===== src/mem_pkg.sv =====
`default_nettype none

package mem_pkg;

    //////////////////////////////
    // widths
    //////////////////////////////
    localparam int xlen    = 32;   // data and address
    localparam int prf_len = 6;    // physical register tag
    localparam int rob_len = 5;    // reorder buffer index

    // one operand word holding either a finished value or the tag it waits for
    typedef union packed {
        logic [xlen-1:0] value;
        struct packed {
            logic [xlen-prf_len-1:0] pad;
            logic [prf_len-1:0]      tag;
        } phys;
    } operand_u;

    //////////////////////////////
    // station entries
    //////////////////////////////
    typedef struct packed {
        logic               base_ready;
        operand_u           base;
        logic               data_ready;
        operand_u           data;
        logic [xlen-1:0]    offset;
        logic [rob_len-1:0] rob_idx;
    } store_entry_t;

    typedef struct packed {
        logic               base_ready;
        operand_u           base;
        logic [xlen-1:0]    offset;
        logic [prf_len-1:0] dest_tag;
        logic [rob_len-1:0] rob_idx;
    } load_entry_t;

    // returns {ready, operand} after looking at both wakeup buses
    function automatic logic [xlen:0] snoop(
        input logic               ready,
        input operand_u           op,
        input logic               v0,
        input logic [prf_len-1:0] t0,
        input logic [xlen-1:0]    d0,
        input logic               v1,
        input logic [prf_len-1:0] t1,
        input logic [xlen-1:0]    d1
    );
        if (!ready && v0 && op.phys.tag == t0) return {1'b1, d0};
        if (!ready && v1 && op.phys.tag == t1) return {1'b1, d1};
        return {ready, op.value};
    endfunction

endpackage

`default_nettype wire


===== src/rs_mem_if.sv =====
`timescale 1ns/1ps
`default_nettype none

// request and reply between one station and the arbiter
interface rs_mem_if;

    logic                     req;     // held until done
    logic [mem_pkg::xlen-1:0] addr;    // byte address
    logic [mem_pkg::xlen-1:0] wdata;   // only meaningful on the store port
    logic                     done;    // one cycle pulse
    logic [mem_pkg::xlen-1:0] rdata;

    modport station (
        output req,
        output addr,
        output wdata,
        input  done,
        input  rdata
    );

    modport arbiter (
        input  req,
        input  addr,
        input  wdata,
        output done,
        output rdata
    );

endinterface

`default_nettype wire


===== src/apb_if.sv =====
`timescale 1ns/1ps
`default_nettype none

interface apb_if;

    logic                     psel;
    logic                     penable;
    logic                     pwrite;
    logic [mem_pkg::xlen-1:0] paddr;    // byte address
    logic [mem_pkg::xlen-1:0] pwdata;
    logic [mem_pkg::xlen-1:0] prdata;
    logic                     pready;

    modport master (
        output psel,
        output penable,
        output pwrite,
        output paddr,
        output pwdata,
        input  prdata,
        input  pready
    );

    modport slave (
        input  psel,
        input  penable,
        input  pwrite,
        input  paddr,
        input  pwdata,
        output prdata,
        output pready
    );

endinterface

`default_nettype wire


===== src/rs_store.sv =====
`timescale 1ns/1ps
`default_nettype none

module rs_store #(
    parameter int rs_depth = 4
) (
    input  wire                          clock,
    input  wire                          rst,
    input  wire                          flush,
    input  wire                          disp_valid,
    input  wire                          disp_base_ready,
    input  wire  [mem_pkg::xlen-1:0]     disp_base,
    input  wire                          disp_data_ready,
    input  wire  [mem_pkg::xlen-1:0]     disp_data,
    input  wire  [mem_pkg::xlen-1:0]     disp_offset,
    input  wire  [mem_pkg::rob_len-1:0]  disp_rob_idx,
    input  wire                          ext_cdb_valid,
    input  wire  [mem_pkg::prf_len-1:0]  ext_cdb_tag,
    input  wire  [mem_pkg::xlen-1:0]     ext_cdb_value,
    input  wire                          ld_valid,
    input  wire  [mem_pkg::prf_len-1:0]  ld_tag,
    input  wire  [mem_pkg::xlen-1:0]     ld_value,
    rs_mem_if.station                    mem,
    output logic                         st_done,
    output logic [mem_pkg::rob_len-1:0]  st_rob_idx,
    output logic                         full
);
    localparam int iw = (rs_depth > 1) ? $clog2(rs_depth) : 1;

    mem_pkg::store_entry_t [rs_depth-1:0] ent;
    mem_pkg::store_entry_t                new_ent;
    logic [rs_depth-1:0] valid;
    logic [iw-1:0]       free_idx;
    logic [iw-1:0]       sel_idx;
    logic [iw-1:0]       req_idx;   // entry owning the open request
    logic                any_ready;
    logic                finish;

    assign full   = &valid;
    assign finish = mem.req && mem.done;

    // lowest free slot and lowest entry with both operands
    always_comb begin
        free_idx  = '0;
        sel_idx   = '0;
        any_ready = 1'b0;
        for (int i = rs_depth - 1; i >= 0; i--) begin
            if (!valid[i]) free_idx = iw'(i);
            if (valid[i] && ent[i].base_ready && ent[i].data_ready) begin
                sel_idx   = iw'(i);
                any_ready = 1'b1;
            end
        end
    end

    // a broadcast in the dispatch cycle is caught here
    always_comb begin
        new_ent.offset  = disp_offset;
        new_ent.rob_idx = disp_rob_idx;
        {new_ent.base_ready, new_ent.base} = mem_pkg::snoop(disp_base_ready, disp_base,
            ext_cdb_valid, ext_cdb_tag, ext_cdb_value, ld_valid, ld_tag, ld_value);
        {new_ent.data_ready, new_ent.data} = mem_pkg::snoop(disp_data_ready, disp_data,
            ext_cdb_valid, ext_cdb_tag, ext_cdb_value, ld_valid, ld_tag, ld_value);
    end

    //////////////////////////////
    // control
    //////////////////////////////
    always_ff @(posedge clock) begin
        if (rst || flush) begin
            valid   <= '0;
            mem.req <= 1'b0;
            st_done <= 1'b0;
        end else begin
            st_done <= finish;
            if (finish) begin
                mem.req        <= 1'b0;
                valid[req_idx] <= 1'b0;   // freed with its done
            end else if (!mem.req && any_ready) begin
                mem.req <= 1'b1;
            end
            if (disp_valid && !full) valid[free_idx] <= 1'b1;
        end
    end

    //////////////////////////////
    // payload
    //////////////////////////////
    always_ff @(posedge clock) begin
        for (int i = 0; i < rs_depth; i++) begin
            {ent[i].base_ready, ent[i].base} <= mem_pkg::snoop(ent[i].base_ready, ent[i].base,
                ext_cdb_valid, ext_cdb_tag, ext_cdb_value, ld_valid, ld_tag, ld_value);
            {ent[i].data_ready, ent[i].data} <= mem_pkg::snoop(ent[i].data_ready, ent[i].data,
                ext_cdb_valid, ext_cdb_tag, ext_cdb_value, ld_valid, ld_tag, ld_value);
        end
        if (disp_valid && !full) ent[free_idx] <= new_ent;
        if (!mem.req && any_ready) begin
            req_idx   <= sel_idx;
            mem.addr  <= ent[sel_idx].base.value + ent[sel_idx].offset;
            mem.wdata <= ent[sel_idx].data.value;
        end
        if (finish) st_rob_idx <= ent[req_idx].rob_idx;
    end

endmodule

`default_nettype wire


===== src/rs_load.sv =====
`timescale 1ns/1ps
`default_nettype none

module rs_load #(
    parameter int rs_depth = 4
) (
    input  wire                          clock,
    input  wire                          rst,
    input  wire                          flush,
    input  wire                          disp_valid,
    input  wire                          disp_base_ready,
    input  wire  [mem_pkg::xlen-1:0]     disp_base,
    input  wire  [mem_pkg::xlen-1:0]     disp_offset,
    input  wire  [mem_pkg::prf_len-1:0]  disp_dest_tag,
    input  wire  [mem_pkg::rob_len-1:0]  disp_rob_idx,
    input  wire                          ext_cdb_valid,
    input  wire  [mem_pkg::prf_len-1:0]  ext_cdb_tag,
    input  wire  [mem_pkg::xlen-1:0]     ext_cdb_value,
    rs_mem_if.station                    mem,
    output logic                         ld_valid,
    output logic [mem_pkg::prf_len-1:0]  ld_tag,
    output logic [mem_pkg::xlen-1:0]     ld_value,
    output logic                         full
);
    localparam int iw = (rs_depth > 1) ? $clog2(rs_depth) : 1;

    mem_pkg::load_entry_t [rs_depth-1:0] ent;
    mem_pkg::load_entry_t                new_ent;
    logic [rs_depth-1:0] valid;
    logic [iw-1:0]       free_idx;
    logic [iw-1:0]       sel_idx;
    logic [iw-1:0]       req_idx;
    logic                any_ready;
    logic                finish;

    assign full      = &valid;
    assign finish    = mem.req && mem.done;
    assign mem.wdata = '0;   // loads never write

    always_comb begin
        free_idx  = '0;
        sel_idx   = '0;
        any_ready = 1'b0;
        for (int i = rs_depth - 1; i >= 0; i--) begin
            if (!valid[i]) free_idx = iw'(i);
            if (valid[i] && ent[i].base_ready) begin
                sel_idx   = iw'(i);
                any_ready = 1'b1;
            end
        end
    end

    // own result bus wakes loads waiting on an earlier load
    always_comb begin
        new_ent.offset   = disp_offset;
        new_ent.dest_tag = disp_dest_tag;
        new_ent.rob_idx  = disp_rob_idx;
        {new_ent.base_ready, new_ent.base} = mem_pkg::snoop(disp_base_ready, disp_base,
            ext_cdb_valid, ext_cdb_tag, ext_cdb_value, ld_valid, ld_tag, ld_value);
    end

    //////////////////////////////
    // control
    //////////////////////////////
    always_ff @(posedge clock) begin
        if (rst || flush) begin
            valid    <= '0;
            mem.req  <= 1'b0;
            ld_valid <= 1'b0;
        end else begin
            ld_valid <= finish;   // broadcast one cycle after done
            if (finish) begin
                mem.req        <= 1'b0;
                valid[req_idx] <= 1'b0;
            end else if (!mem.req && any_ready) begin
                mem.req <= 1'b1;
            end
            if (disp_valid && !full) valid[free_idx] <= 1'b1;
        end
    end

    //////////////////////////////
    // payload
    //////////////////////////////
    always_ff @(posedge clock) begin
        for (int i = 0; i < rs_depth; i++) begin
            {ent[i].base_ready, ent[i].base} <= mem_pkg::snoop(ent[i].base_ready, ent[i].base,
                ext_cdb_valid, ext_cdb_tag, ext_cdb_value, ld_valid, ld_tag, ld_value);
        end
        if (disp_valid && !full) ent[free_idx] <= new_ent;
        if (!mem.req && any_ready) begin
            req_idx  <= sel_idx;
            mem.addr <= ent[sel_idx].base.value + ent[sel_idx].offset;
        end
        if (finish) begin
            ld_tag   <= ent[req_idx].dest_tag;
            ld_value <= mem.rdata;
        end
    end

endmodule

`default_nettype wire


===== src/mem_arbiter.sv =====
`timescale 1ns/1ps
`default_nettype none

module mem_arbiter (
    input wire         clock,
    input wire         rst,
    rs_mem_if.arbiter  st_port,
    rs_mem_if.arbiter  ld_port,
    apb_if.master      apb
);
    localparam logic [1:0] idle   = 2'd0;
    localparam logic [1:0] setup  = 2'd1;
    localparam logic [1:0] access = 2'd2;

    logic [1:0] state;
    logic       prio;        // set: load port goes first
    logic       gnt_ld;      // current transfer belongs to the load port
    logic       dropped;     // owner let go of req, result is thrown away
    logic       pick_ld;
    logic       owner_req;
    logic       xfer_end;

    assign pick_ld   = ld_port.req && (!st_port.req || prio);
    assign owner_req = gnt_ld ? ld_port.req : st_port.req;
    assign xfer_end  = (state == access) && apb.pready && !dropped;

    assign apb.psel    = (state != idle);
    assign apb.penable = (state == access);

    // reply only to the owner of the transfer
    assign st_port.done  = xfer_end && !gnt_ld && st_port.req;
    assign ld_port.done  = xfer_end && gnt_ld && ld_port.req;
    assign st_port.rdata = gnt_ld ? '0 : apb.prdata;
    assign ld_port.rdata = gnt_ld ? apb.prdata : '0;

    //////////////////////////////
    // FSM
    //////////////////////////////
    always_ff @(posedge clock) begin
        if (rst) begin
            state   <= idle;
            prio    <= 1'b0;
            dropped <= 1'b0;
        end else begin
            case (state)
                idle: begin
                    if (st_port.req || ld_port.req) begin
                        state   <= setup;
                        prio    <= !pick_ld;   // other peer wins next time
                        dropped <= 1'b0;
                    end
                end
                setup:   state <= access;
                access:  if (apb.pready) state <= idle;
                default: state <= idle;
            endcase
            // a flushed station drops req mid transfer
            if (state != idle && !owner_req) dropped <= 1'b1;
        end
    end

    // address and data are captured at grant
    always_ff @(posedge clock) begin
        if (state == idle) begin
            gnt_ld     <= pick_ld;
            apb.pwrite <= !pick_ld;
            apb.paddr  <= pick_ld ? ld_port.addr : st_port.addr;
            apb.pwdata <= st_port.wdata;
        end
    end

endmodule

`default_nettype wire


===== src/data_mem.sv =====
`timescale 1ns/1ps
`default_nettype none

module data_mem #(
    parameter int mem_words = 64
) (
    input wire     clock,
    input wire     rst,
    apb_if.slave   apb
);
    localparam int aw = (mem_words > 1) ? $clog2(mem_words) : 1;

    logic [mem_pkg::xlen-1:0] words [mem_words];
    logic [aw-1:0]            word_idx;
    logic                     first_access;

    // word address wrapped to the array size
    assign word_idx     = aw'(apb.paddr[mem_pkg::xlen-1:2] % mem_words);
    assign first_access = apb.psel && apb.penable && !apb.pready;

    // one wait state so pready comes in the second access cycle
    always_ff @(posedge clock) begin
        if (rst) begin
            apb.pready <= 1'b0;
        end else begin
            apb.pready <= first_access;
        end
    end

    //////////////////////////////
    // storage
    //////////////////////////////
    always_ff @(posedge clock) begin
        if (first_access) begin
            apb.prdata <= words[word_idx];   // valid during the handshake
        end
        if (apb.psel && apb.penable && apb.pready && apb.pwrite) begin
            words[word_idx] <= apb.pwdata;
        end
    end

endmodule

`default_nettype wire


===== src/mem_rs_top.sv =====
`timescale 1ns/1ps
`default_nettype none

module mem_rs_top #(
    parameter int rs_depth  = 4,
    parameter int mem_words = 64
) (
    input  wire                          clock,
    input  wire                          rst,
    input  wire                          flush,
    input  wire                          disp_valid,
    input  wire                          disp_is_store,
    input  wire                          disp_base_ready,
    input  wire  [mem_pkg::xlen-1:0]     disp_base,
    input  wire                          disp_data_ready,
    input  wire  [mem_pkg::xlen-1:0]     disp_data,
    input  wire  [mem_pkg::xlen-1:0]     disp_offset,
    input  wire  [mem_pkg::prf_len-1:0]  disp_dest_tag,
    input  wire  [mem_pkg::rob_len-1:0]  disp_rob_idx,
    input  wire                          ext_cdb_valid,
    input  wire  [mem_pkg::prf_len-1:0]  ext_cdb_tag,
    input  wire  [mem_pkg::xlen-1:0]     ext_cdb_value,
    output logic                         ld_valid,
    output logic [mem_pkg::prf_len-1:0]  ld_tag,
    output logic [mem_pkg::xlen-1:0]     ld_value,
    output logic                         st_done,
    output logic [mem_pkg::rob_len-1:0]  st_rob_idx,
    output logic                         st_full,
    output logic                         ld_full
);
    rs_mem_if st_mem ();
    rs_mem_if ld_mem ();
    apb_if    apb ();

    logic st_disp;
    logic ld_disp;

    assign st_disp = disp_valid && disp_is_store;
    assign ld_disp = disp_valid && !disp_is_store;

    //////////////////////////////
    // stations
    //////////////////////////////
    rs_store #(.rs_depth(rs_depth)) i_rs_store (
        .clock, .rst, .flush,
        .disp_valid      (st_disp),
        .disp_base_ready, .disp_base, .disp_data_ready, .disp_data,
        .disp_offset, .disp_rob_idx,
        .ext_cdb_valid, .ext_cdb_tag, .ext_cdb_value,
        .ld_valid, .ld_tag, .ld_value,   // load results wake stores too
        .mem             (st_mem),
        .st_done, .st_rob_idx,
        .full            (st_full)
    );

    rs_load #(.rs_depth(rs_depth)) i_rs_load (
        .clock, .rst, .flush,
        .disp_valid      (ld_disp),
        .disp_base_ready, .disp_base, .disp_offset, .disp_dest_tag, .disp_rob_idx,
        .ext_cdb_valid, .ext_cdb_tag, .ext_cdb_value,
        .mem             (ld_mem),
        .ld_valid, .ld_tag, .ld_value,
        .full            (ld_full)
    );

    //////////////////////////////
    // memory path
    //////////////////////////////
    mem_arbiter i_mem_arbiter (
        .clock, .rst,
        .st_port (st_mem),
        .ld_port (ld_mem),
        .apb     (apb)
    );

    data_mem #(.mem_words(mem_words)) i_data_mem (
        .clock, .rst,
        .apb (apb)
    );

endmodule

`default_nettype wire


===== config.mk =====
export PLATFORM = sky130hd
export DESIGN_NAME = mem_rs_top
export DESIGN_NICKNAME = d
export VERILOG_FILES = /design/src/mem_pkg.sv /design/src/rs_mem_if.sv /design/src/apb_if.sv /design/src/rs_store.sv /design/src/rs_load.sv /design/src/mem_arbiter.sv /design/src/data_mem.sv /design/src/mem_rs_top.sv
export SDC_FILE = /design/constraint.sdc
export NUM_CORES = 2
export LEC_CHECK = 0
export BUFFER_PORTS_ARGS = -buffer_cell sky130_fd_sc_hd__clkbuf_2
export CORE_MARGIN = 2
export CORE_UTILIZATION = 45
export CTS_CLUSTER_DIAMETER = 30
export DETAILED_ROUTE_END_ITERATION = 16
export SYNTH_ARGS = -nofsm -noshare
export SYNTH_HDL_FRONTEND = slang
export SYNTH_SLANG_ARGS = --single-unit

===== constraint.sdc =====
create_clock -name clock -period 5.7 [get_ports clock]
set_input_delay 0.285 -clock clock [delete_from_list [all_inputs] [get_ports clock]]
set_output_delay 0.285 -clock clock [all_outputs]
set_load 0.005 [all_outputs]

Word-level counts from Yosys, hierarchy flattened

Memory sizes are Yosys's and may differ from the RTL's. A register that Yosys moved wholly into a read port is not among the register bits.
Index checks and enable logic that the tools add are counted.

Shift operators: 0
Reduce and logical (&&, ||, !) cells: 130
Bitwise gates (word level): 6
Multipliers: 0
$add $sub $neg: 2
Div/mod/pow operators: 0
Equality and inequality tests: 32
$lt $le $gt $ge: 10
Mux-type cells: 162

Operators by type and width:

| operator                                           | number |
|---|---|
| two-way mux 33 bit                                 | 56 |
| binary-select mux 103 bit (select 2 bit)           | 2 |
| bitwise mux 412 bit                                | 1 |
| two-way mux 412 bit                                | 1 |
| binary-select mux 76 bit (select 2 bit)            | 2 |
| bitwise mux 304 bit                                | 1 |
| two-way mux 304 bit                                | 1 |
| demux 103 bit (select 2 bit)                       | 1 |
| == test 6 bit                                      | 28 |
| demux 76 bit (select 2 bit)                        | 1 |
| two-way mux 103 bit                                | 1 |
| logical AND 1 bit                                  | 92 |
| two-way mux 78 bit                                 | 1 |
| two-way mux 76 bit                                 | 1 |
| two-way mux 1 bit                                  | 60 |
| two-way mux 51 bit                                 | 1 |
| two-way mux 2 bit                                  | 18 |
| logical NOT 1 bit                                  | 24 |
| two-way mux 4 bit                                  | 6 |
| < comparator 2 x 3 -> 1 bit, second input constant | 6 |
| adder 8 bit                                        | 2 |
| two-way mux 11 bit                                 | 1 |
| bitwise AND 4 bit                                  | 2 |
| demux 1 bit (select 2 bit)                         | 4 |
| other kinds (16)                                   | 29 |

RAM bits: 2048
Latch bits: 0
Memories: 1
Output and inout bits: 47
Input bits: 153
Register bits: 870
Word-level logic and storage cells: 409
ROM bits: 0

Memories:

| memory           | depth | width | read ports | clocked after memory_dff | write ports | RTL line       | source |
|---|---|---|---|---|---|---|---|
| i_data_mem.words | 64    | 32    | 1          | 1                        | 1           | data_mem.sv:13 | `logic [mem_pkg::xlen-1:0] words [mem_words];` |

Depth between registers and ports, before layout

Word-level depth: 10
Gate-level depth with buffers: 16

By module

A second synthesis with hierarchy kept.

Cells, all modules: 9481
Area, all modules: 128042.8 um^2

By module, submodules not included:

| module      | cells each | area each (um^2) | sequential area each (um^2) | instances |
|---|---|---|---|---|
| data_mem    | 4408       | 78793.1          | 62479.9                     | 1 |
| rs_store    | 3183       | 27681.5          | 11981.5                     | 1 |
| rs_load     | 1691       | 18542.8          | 9489.1                      | 1 |
| mem_arbiter | 197        | 3009.1           | 2062.0                      | 1 |
| mem_rs_top  | 2          | 16.3             | 0.0                         | 1 |

Worst setup path before layout

Ideal clock, no wire load.

Path kind: reg-to-reg
Start point: reg i_mem_arbiter.apb.paddr[4]
End point: mem i_data_mem.words[17][0] (netlist bit), enable pin
Path slack: 2.182 ns
Library setup time: 0.421 ns
Stages on the path, launching flop included: 8
Data arrival time: 3.097 ns
Path buffers: 4
Cells stage by stage: edfxtp_1 -> buf_6 -> buf_2 -> nor2_1 -> clkbuf_1 -> buf_1 -> nand2_1 -> nor2_1

RTL lines:

| element                  | RTL line          | source |
|---|---|---|
| start: declaration       | apb_if.sv:18      | `output paddr,` |
| start signal: assignment | mem_arbiter.sv:67 | `apb.paddr <= pick_ld ? ld_port.addr : st_port.addr;` |
| end: declaration         | data_mem.sv:13    |  |

No word-level cell before the write port.

==> impl_metrics.py <==
metrics = {
    "run_status": {
        "status": "complete, but fails checks",
        "failed_checks": "max-capacitance violations, max-slew violations",
    },
    "clock_network": {
        "cts_tree": "yes",
        "cts_hold_repair.buffers": 136,
        "clock_sinks": 2540,
        "cts_resized": 0,
        "clk_pin_slew_ns": 0.05,
        "cts_h_tree_depth": 5,
        "cts-root-buf": "sky130_fd_sc_hd__clkbuf_16",
        "cts.repair_timing.setup_buffer_count": 0,
        "clock_latency_of_the_later_clocked_register_in_the_worst_skew_pair_ns": 1.03,
        "number_of_buffers_created_by_cts": 486,
        "cts_max_path_buffers": 4,
    },
    "setup_path": {
        "cp.arrival_ns": 5.44,
        "cpMaxStageDelayCell": "sky130_fd_sc_hd__a2111oi_0",
        "critical-path-max-stage-delay_ns": 1.31,
        "crit_buf_inv": 3,
        "crit_fanout": 35,
        "cpLargestDelayFamily": "compound AO/OA/AOI/OAI gates",
        "critPathLaunchType": "flop",
        "crit_type": "reg2reg",
        "worst-endpoint-required_ns": 6.37,
        "worst_setup_path_end_kind": "flop",
        "critical_path_cell_list": "buf_12 -> buf_4 -> nor2_4 -> buf_4 -> a221oi_1 -> nor2_1 -> o21ai_0 -> nand2_1 -> a2111oi_0 -> o21ai_1",
        "worst_path_most_repeated_cell": "sky130_fd_sc_hd__buf_4",
    },
    "synthesis": {
        "synthTopCellsByArea": "sky130_fd_sc_hd__edfxtp_1, sky130_fd_sc_hd__mux2i_1, sky130_fd_sc_hd__mux4_2",
        "synth.cell_area_um2": 104000,
        "yosysSeqAreaShare_pct": 71.5,
        "synth-warning-count": 0,
        "synth_largest_area_cell": "sky130_fd_sc_hd__edfxtp_1",
        "netlist_instances": 6605,
        "ys_seq_elements": 2540,
        "synth.avg_cell_area_um2": 15.7,
        "ys_types": 74,
        "synth_top_flop_cell": "sky130_fd_sc_hd__edfxtp_1",
        "netlist.area_leader.share_pct": 67.2,
        "synth_async_sr_flop_share_pct": 0,
        "syn-num-nets": 6770,
        "synth-edff-count": 2319,
    },
    "routing": {
        "drtAntennaViolNets": 0,
        "detailed_route_drc_error_count": 0,
        "routed_via_density": 6.19,
        "dr.first_iter.drc_count": 8686,
        "wl_final_mm": 330,
        "vias": 65756,
        "post_drt_wl_per_cell_um": 31.1,
        "drt_pass1_iterations": 6,
    },
    "power_and_ir_drop": {
        "static-leakage-power_nw": 43.1,
        "max-vdd-ir-drop_uv": 363,
        "design_power_total_mw": 53.9,
        "p_per_area_nw_per_um2": 425,
    },
    "cells_and_area": {
        "nNetsFinal": 7356,
        "final.fill_count": 17947,
        "final_cells": 10622,
        "synthToLayoutAreaGrowth_pct": 22.3,
        "proportion_of_layout_cells_with_a_drive_suffix_above_1_pct": 22.0,
    },
    "global_routing": {
        "grt_overflow": 0,
        "vias_in_the_first_global_route": 64475,
        "initial_antenna_violation_count": 22,
        "largest_net_degree_at_the_start_of_global_routing": 101,
        "grt_first_pass_wirelength_mm": 471,
        "grt_usage_pct": 27.7,
    },
    "sta": {
        "rsz0062_at_grt": "false",
        "layout_worst_path_cycle_share_pct": 83.7,
        "setup-tns-final_ns": 0,
        "finalSetupViolCount": 0,
        "clock-skew-final_ns": 0.106,
        "final_hold_viol_count": 0,
        "timing.final.crit_period_ns": 4.77,
        "maxClockFrequency_ghz": 0.210,
        "timing.final.max_slew_violations": 2,
        "max_slew.worst_pin.slew_ns": 1.59,
        "max_slew_margin_pct": -8.75,
    },
    "die": {
        "dieHeight_um": 484,
        "core_region_area_um2": 229000,
        "initial_core_util_pct": 45.2,
        "die_area_um2": 234000,
        "design.portCount": 200,
        "die_w_um": 484,
        "row_count": 176,
    },
    "placed_design": {
        "dp_hpwl_mm": 192,
        "port_buffers": 151,
        "routability_congestion": 0.886,
        "dp_cells": 9593,
    },
    "hold_path": {
        "hold_path.class": "in2reg",
    },
    "job": {
        "max-cap-violations": 1,
    },
}
## flip-flops by register name, summed over array words and instances (netlist names), 32 cells and up, named ones only
register and flops:
i_data_mem.apb.prdata 32, i_rs_store.mem.wdata 32, i_rs_load.ld_value 32, i_rs_store.ent 168
i_mem_arbiter.apb.pwdata 32, i_rs_load.ent 36, i_data_mem.words 2048
## synthesized netlist by cell type (9+ instances only)
| cell | n |
|---|---|
| sky130_fd_sc_hd__nor2_1 | 386 |
| sky130_fd_sc_hd__buf_6 | 33 |
| sky130_fd_sc_hd__a221oi_1 | 227 |
| sky130_fd_sc_hd__mux4_2 | 204 |
| sky130_fd_sc_hd__nand2_1 | 512 |
| sky130_fd_sc_hd__mux2_2 | 133 |
| sky130_fd_sc_hd__o21ai_0 | 301 |
| sky130_fd_sc_hd__a22o_1 | 42 |
| sky130_fd_sc_hd__inv_1 | 16 |
| sky130_fd_sc_hd__clkbuf_1 | 196 |
| sky130_fd_sc_hd__o211ai_1 | 34 |
| sky130_fd_sc_hd__mux2i_1 | 495 |
| sky130_fd_sc_hd__o22ai_1 | 85 |
| sky130_fd_sc_hd__xnor2_1 | 96 |
| sky130_fd_sc_hd__nand3b_1 | 17 |
| sky130_fd_sc_hd__buf_2 | 121 |
| sky130_fd_sc_hd__and2_1 | 42 |
| sky130_fd_sc_hd__a21o_1 | 37 |
| sky130_fd_sc_hd__edfxtp_1 | 2319 |
| sky130_fd_sc_hd__nor3b_1 | 15 |
| sky130_fd_sc_hd__xor2_1 | 91 |
| sky130_fd_sc_hd__nor4_1 | 13 |
| sky130_fd_sc_hd__buf_4 | 76 |
| sky130_fd_sc_hd__nand4_1 | 16 |
| sky130_fd_sc_hd__nand3_1 | 32 |
| sky130_fd_sc_hd__or3_1 | 10 |
| sky130_fd_sc_hd__a21oi_1 | 276 |
| sky130_fd_sc_hd__a22oi_1 | 137 |
| sky130_fd_sc_hd__o221ai_1 | 18 |
| sky130_fd_sc_hd__nor2b_1 | 9 |
| sky130_fd_sc_hd__buf_1 | 35 |
| sky130_fd_sc_hd__nor3_1 | 31 |
| sky130_fd_sc_hd__and3_1 | 51 |
| sky130_fd_sc_hd__nand2b_1 | 10 |
| sky130_fd_sc_hd__a31oi_1 | 52 |
| sky130_fd_sc_hd__o21ai_1 | 66 |
| sky130_fd_sc_hd__a211oi_1 | 44 |
| sky130_fd_sc_hd__or4_1 | 14 |
| sky130_fd_sc_hd__dfxtp_1 | 221 |
| sky130_fd_sc_hd__ha_1 | 12 |
## metal layers
layer | GRT usage [%] | wire [um] | part of all wire [%]
met1 | 38.6 | 131000 | 40
met2 | 42.8 | 150000 | 45
met3 | 6.56 | 37700 | 11
met4 | 9.71 | 12100 | 3.7
met5 | 0 | 67 | 0.020
## worst register-to-register path: stages, from the launching register on
cell	delay [ns]
sky130_fd_sc_hd__edfxtp_1	0.81
sky130_fd_sc_hd__buf_12	0.40
sky130_fd_sc_hd__buf_4	0.51
sky130_fd_sc_hd__nor2_4	0.28
sky130_fd_sc_hd__buf_4	0.33
sky130_fd_sc_hd__a221oi_1	0.38
sky130_fd_sc_hd__nor2_1	0.07
sky130_fd_sc_hd__o21ai_0	0.17
sky130_fd_sc_hd__nand2_1	0.07
sky130_fd_sc_hd__a2111oi_0	1.31
sky130_fd_sc_hd__o21ai_1	0.14
## cells by family (layout without fill, tap and decap cells)
logic type | count (synthesis) | count (layout) | synth area share [%]
flops | 2540 | 2540 | 71.5
compound gates | 1366 | 1366 | 8.64
simple gates | 1180 | 1180 | 5.03
mux | 835 | 835 | 10.7
buf+inv | 485 | 1471 | 2.44
xor+xnor | 187 | 187 | 1.58
fa+ha+maj | 12 | 12 | 0.145
other cells | 0 | 5 | 0
## cells in the final DEF (no fill, tap or decap), types with 16 or more instances in the layout
cell type and count:
sky130_fd_sc_hd__clkinv_1 70, sky130_fd_sc_hd__buf_4 248, sky130_fd_sc_hd__nor2_1 314, sky130_fd_sc_hd__nor3_1 26, sky130_fd_sc_hd__o221ai_1 18, sky130_fd_sc_hd__nor2_4 68, sky130_fd_sc_hd__mux4_2 204, sky130_fd_sc_hd__xor2_1 91
sky130_fd_sc_hd__edfxtp_1 2319, sky130_fd_sc_hd__clkinv_2 79, sky130_fd_sc_hd__clkinv_4 40, sky130_fd_sc_hd__nand4_1 16, sky130_fd_sc_hd__a211oi_1 44, sky130_fd_sc_hd__o22ai_1 85, sky130_fd_sc_hd__clkinvlp_4 57, sky130_fd_sc_hd__mux2i_1 495
sky130_fd_sc_hd__o211ai_1 34, sky130_fd_sc_hd__dfxtp_1 221, sky130_fd_sc_hd__buf_12 26, sky130_fd_sc_hd__inv_6 18, sky130_fd_sc_hd__bufinv_16 74, sky130_fd_sc_hd__a221oi_1 227, sky130_fd_sc_hd__a31oi_1 52, sky130_fd_sc_hd__a22o_1 42
sky130_fd_sc_hd__a21o_1 36, sky130_fd_sc_hd__o21ai_1 66, sky130_fd_sc_hd__and2_1 39, sky130_fd_sc_hd__nand3b_1 17, sky130_fd_sc_hd__mux2_2 133, sky130_fd_sc_hd__clkbuf_2 151, sky130_fd_sc_hd__and3_1 51, sky130_fd_sc_hd__a22oi_1 137
sky130_fd_sc_hd__o21ai_0 301, sky130_fd_sc_hd__nand2_1 510, sky130_fd_sc_hd__xnor2_1 96, sky130_fd_sc_hd__clkbuf_1 47, sky130_fd_sc_hd__nand3_1 30, sky130_fd_sc_hd__dlygate4sd3_1 136, sky130_fd_sc_hd__a21oi_1 276, sky130_fd_sc_hd__clkbuf_16 491
## area by class of cell
| class | count | area [um^2] | area share, % |
|---|---|---|---|
| well taps | 3026 | 3790 | 2.99 |
| repair buffers | 561 | 4500 | 3.55 |
| flip-flops and latches | 2540 | 74100 | 58.4 |
| clock inverters | 341 | 3970 | 3.13 |
| clock buffers | 547 | 12600 | 9.93 |
| diodes | 5 | 12.5 | 0.00987 |
| inverters | 22 | 87.6 | 0.0691 |
| multi-input cells | 3580 | 27800 | 21.9 |
## report_power, final
group          internal [mW]  leakage, nW  switching [mW]
logic                   1.61         12.4            2.12
clock network           19.1         7.95            9.53
registers               20.9         22.8           0.605
total                   41.6         43.1            12.2
## final timing paths
| kind | start | cells past startpoint | slack (ns) | endpoint |
|---|---|---|---|---|
| worst max-delay path | i_mem_arbiter.apb.paddr[3]$_DFFE_PP_ | 10 | 0.93 | i_data_mem.apb.prdata[15]$_DFFE_PP_ |
| worst min-delay path | disp_dest_tag[2] | 2 | 0.06 | flop |
| worst max register to register | i_mem_arbiter.apb.paddr[3]$_DFFE_PP_ | 10 | 0.93 | i_data_mem.apb.prdata[15]$_DFFE_PP_ |
| worst min register to register | i_rs_store.mem.wdata[27]$_DFFE_PP_ | 0 | 0.41 | i_mem_arbiter.apb.pwdata[27]$_DFFE_PP_ |
## per-stage QoR
stage                     setup WS [ns]  utilization (%)  hold slack [ns]  instance area [um^2]
after global placement             1.48             47.4            0.403                109000
after floorplan                    2.18                -            0.354                104000
final                             0.930             55.2           0.0626                127000
after detailed placement           1.46             47.4            0.405                109000
after CTS                          1.39             55.2          0.00615                127000
after global routing               1.04             55.2           0.0780                127000
Power figures use the tool's default switching activity.
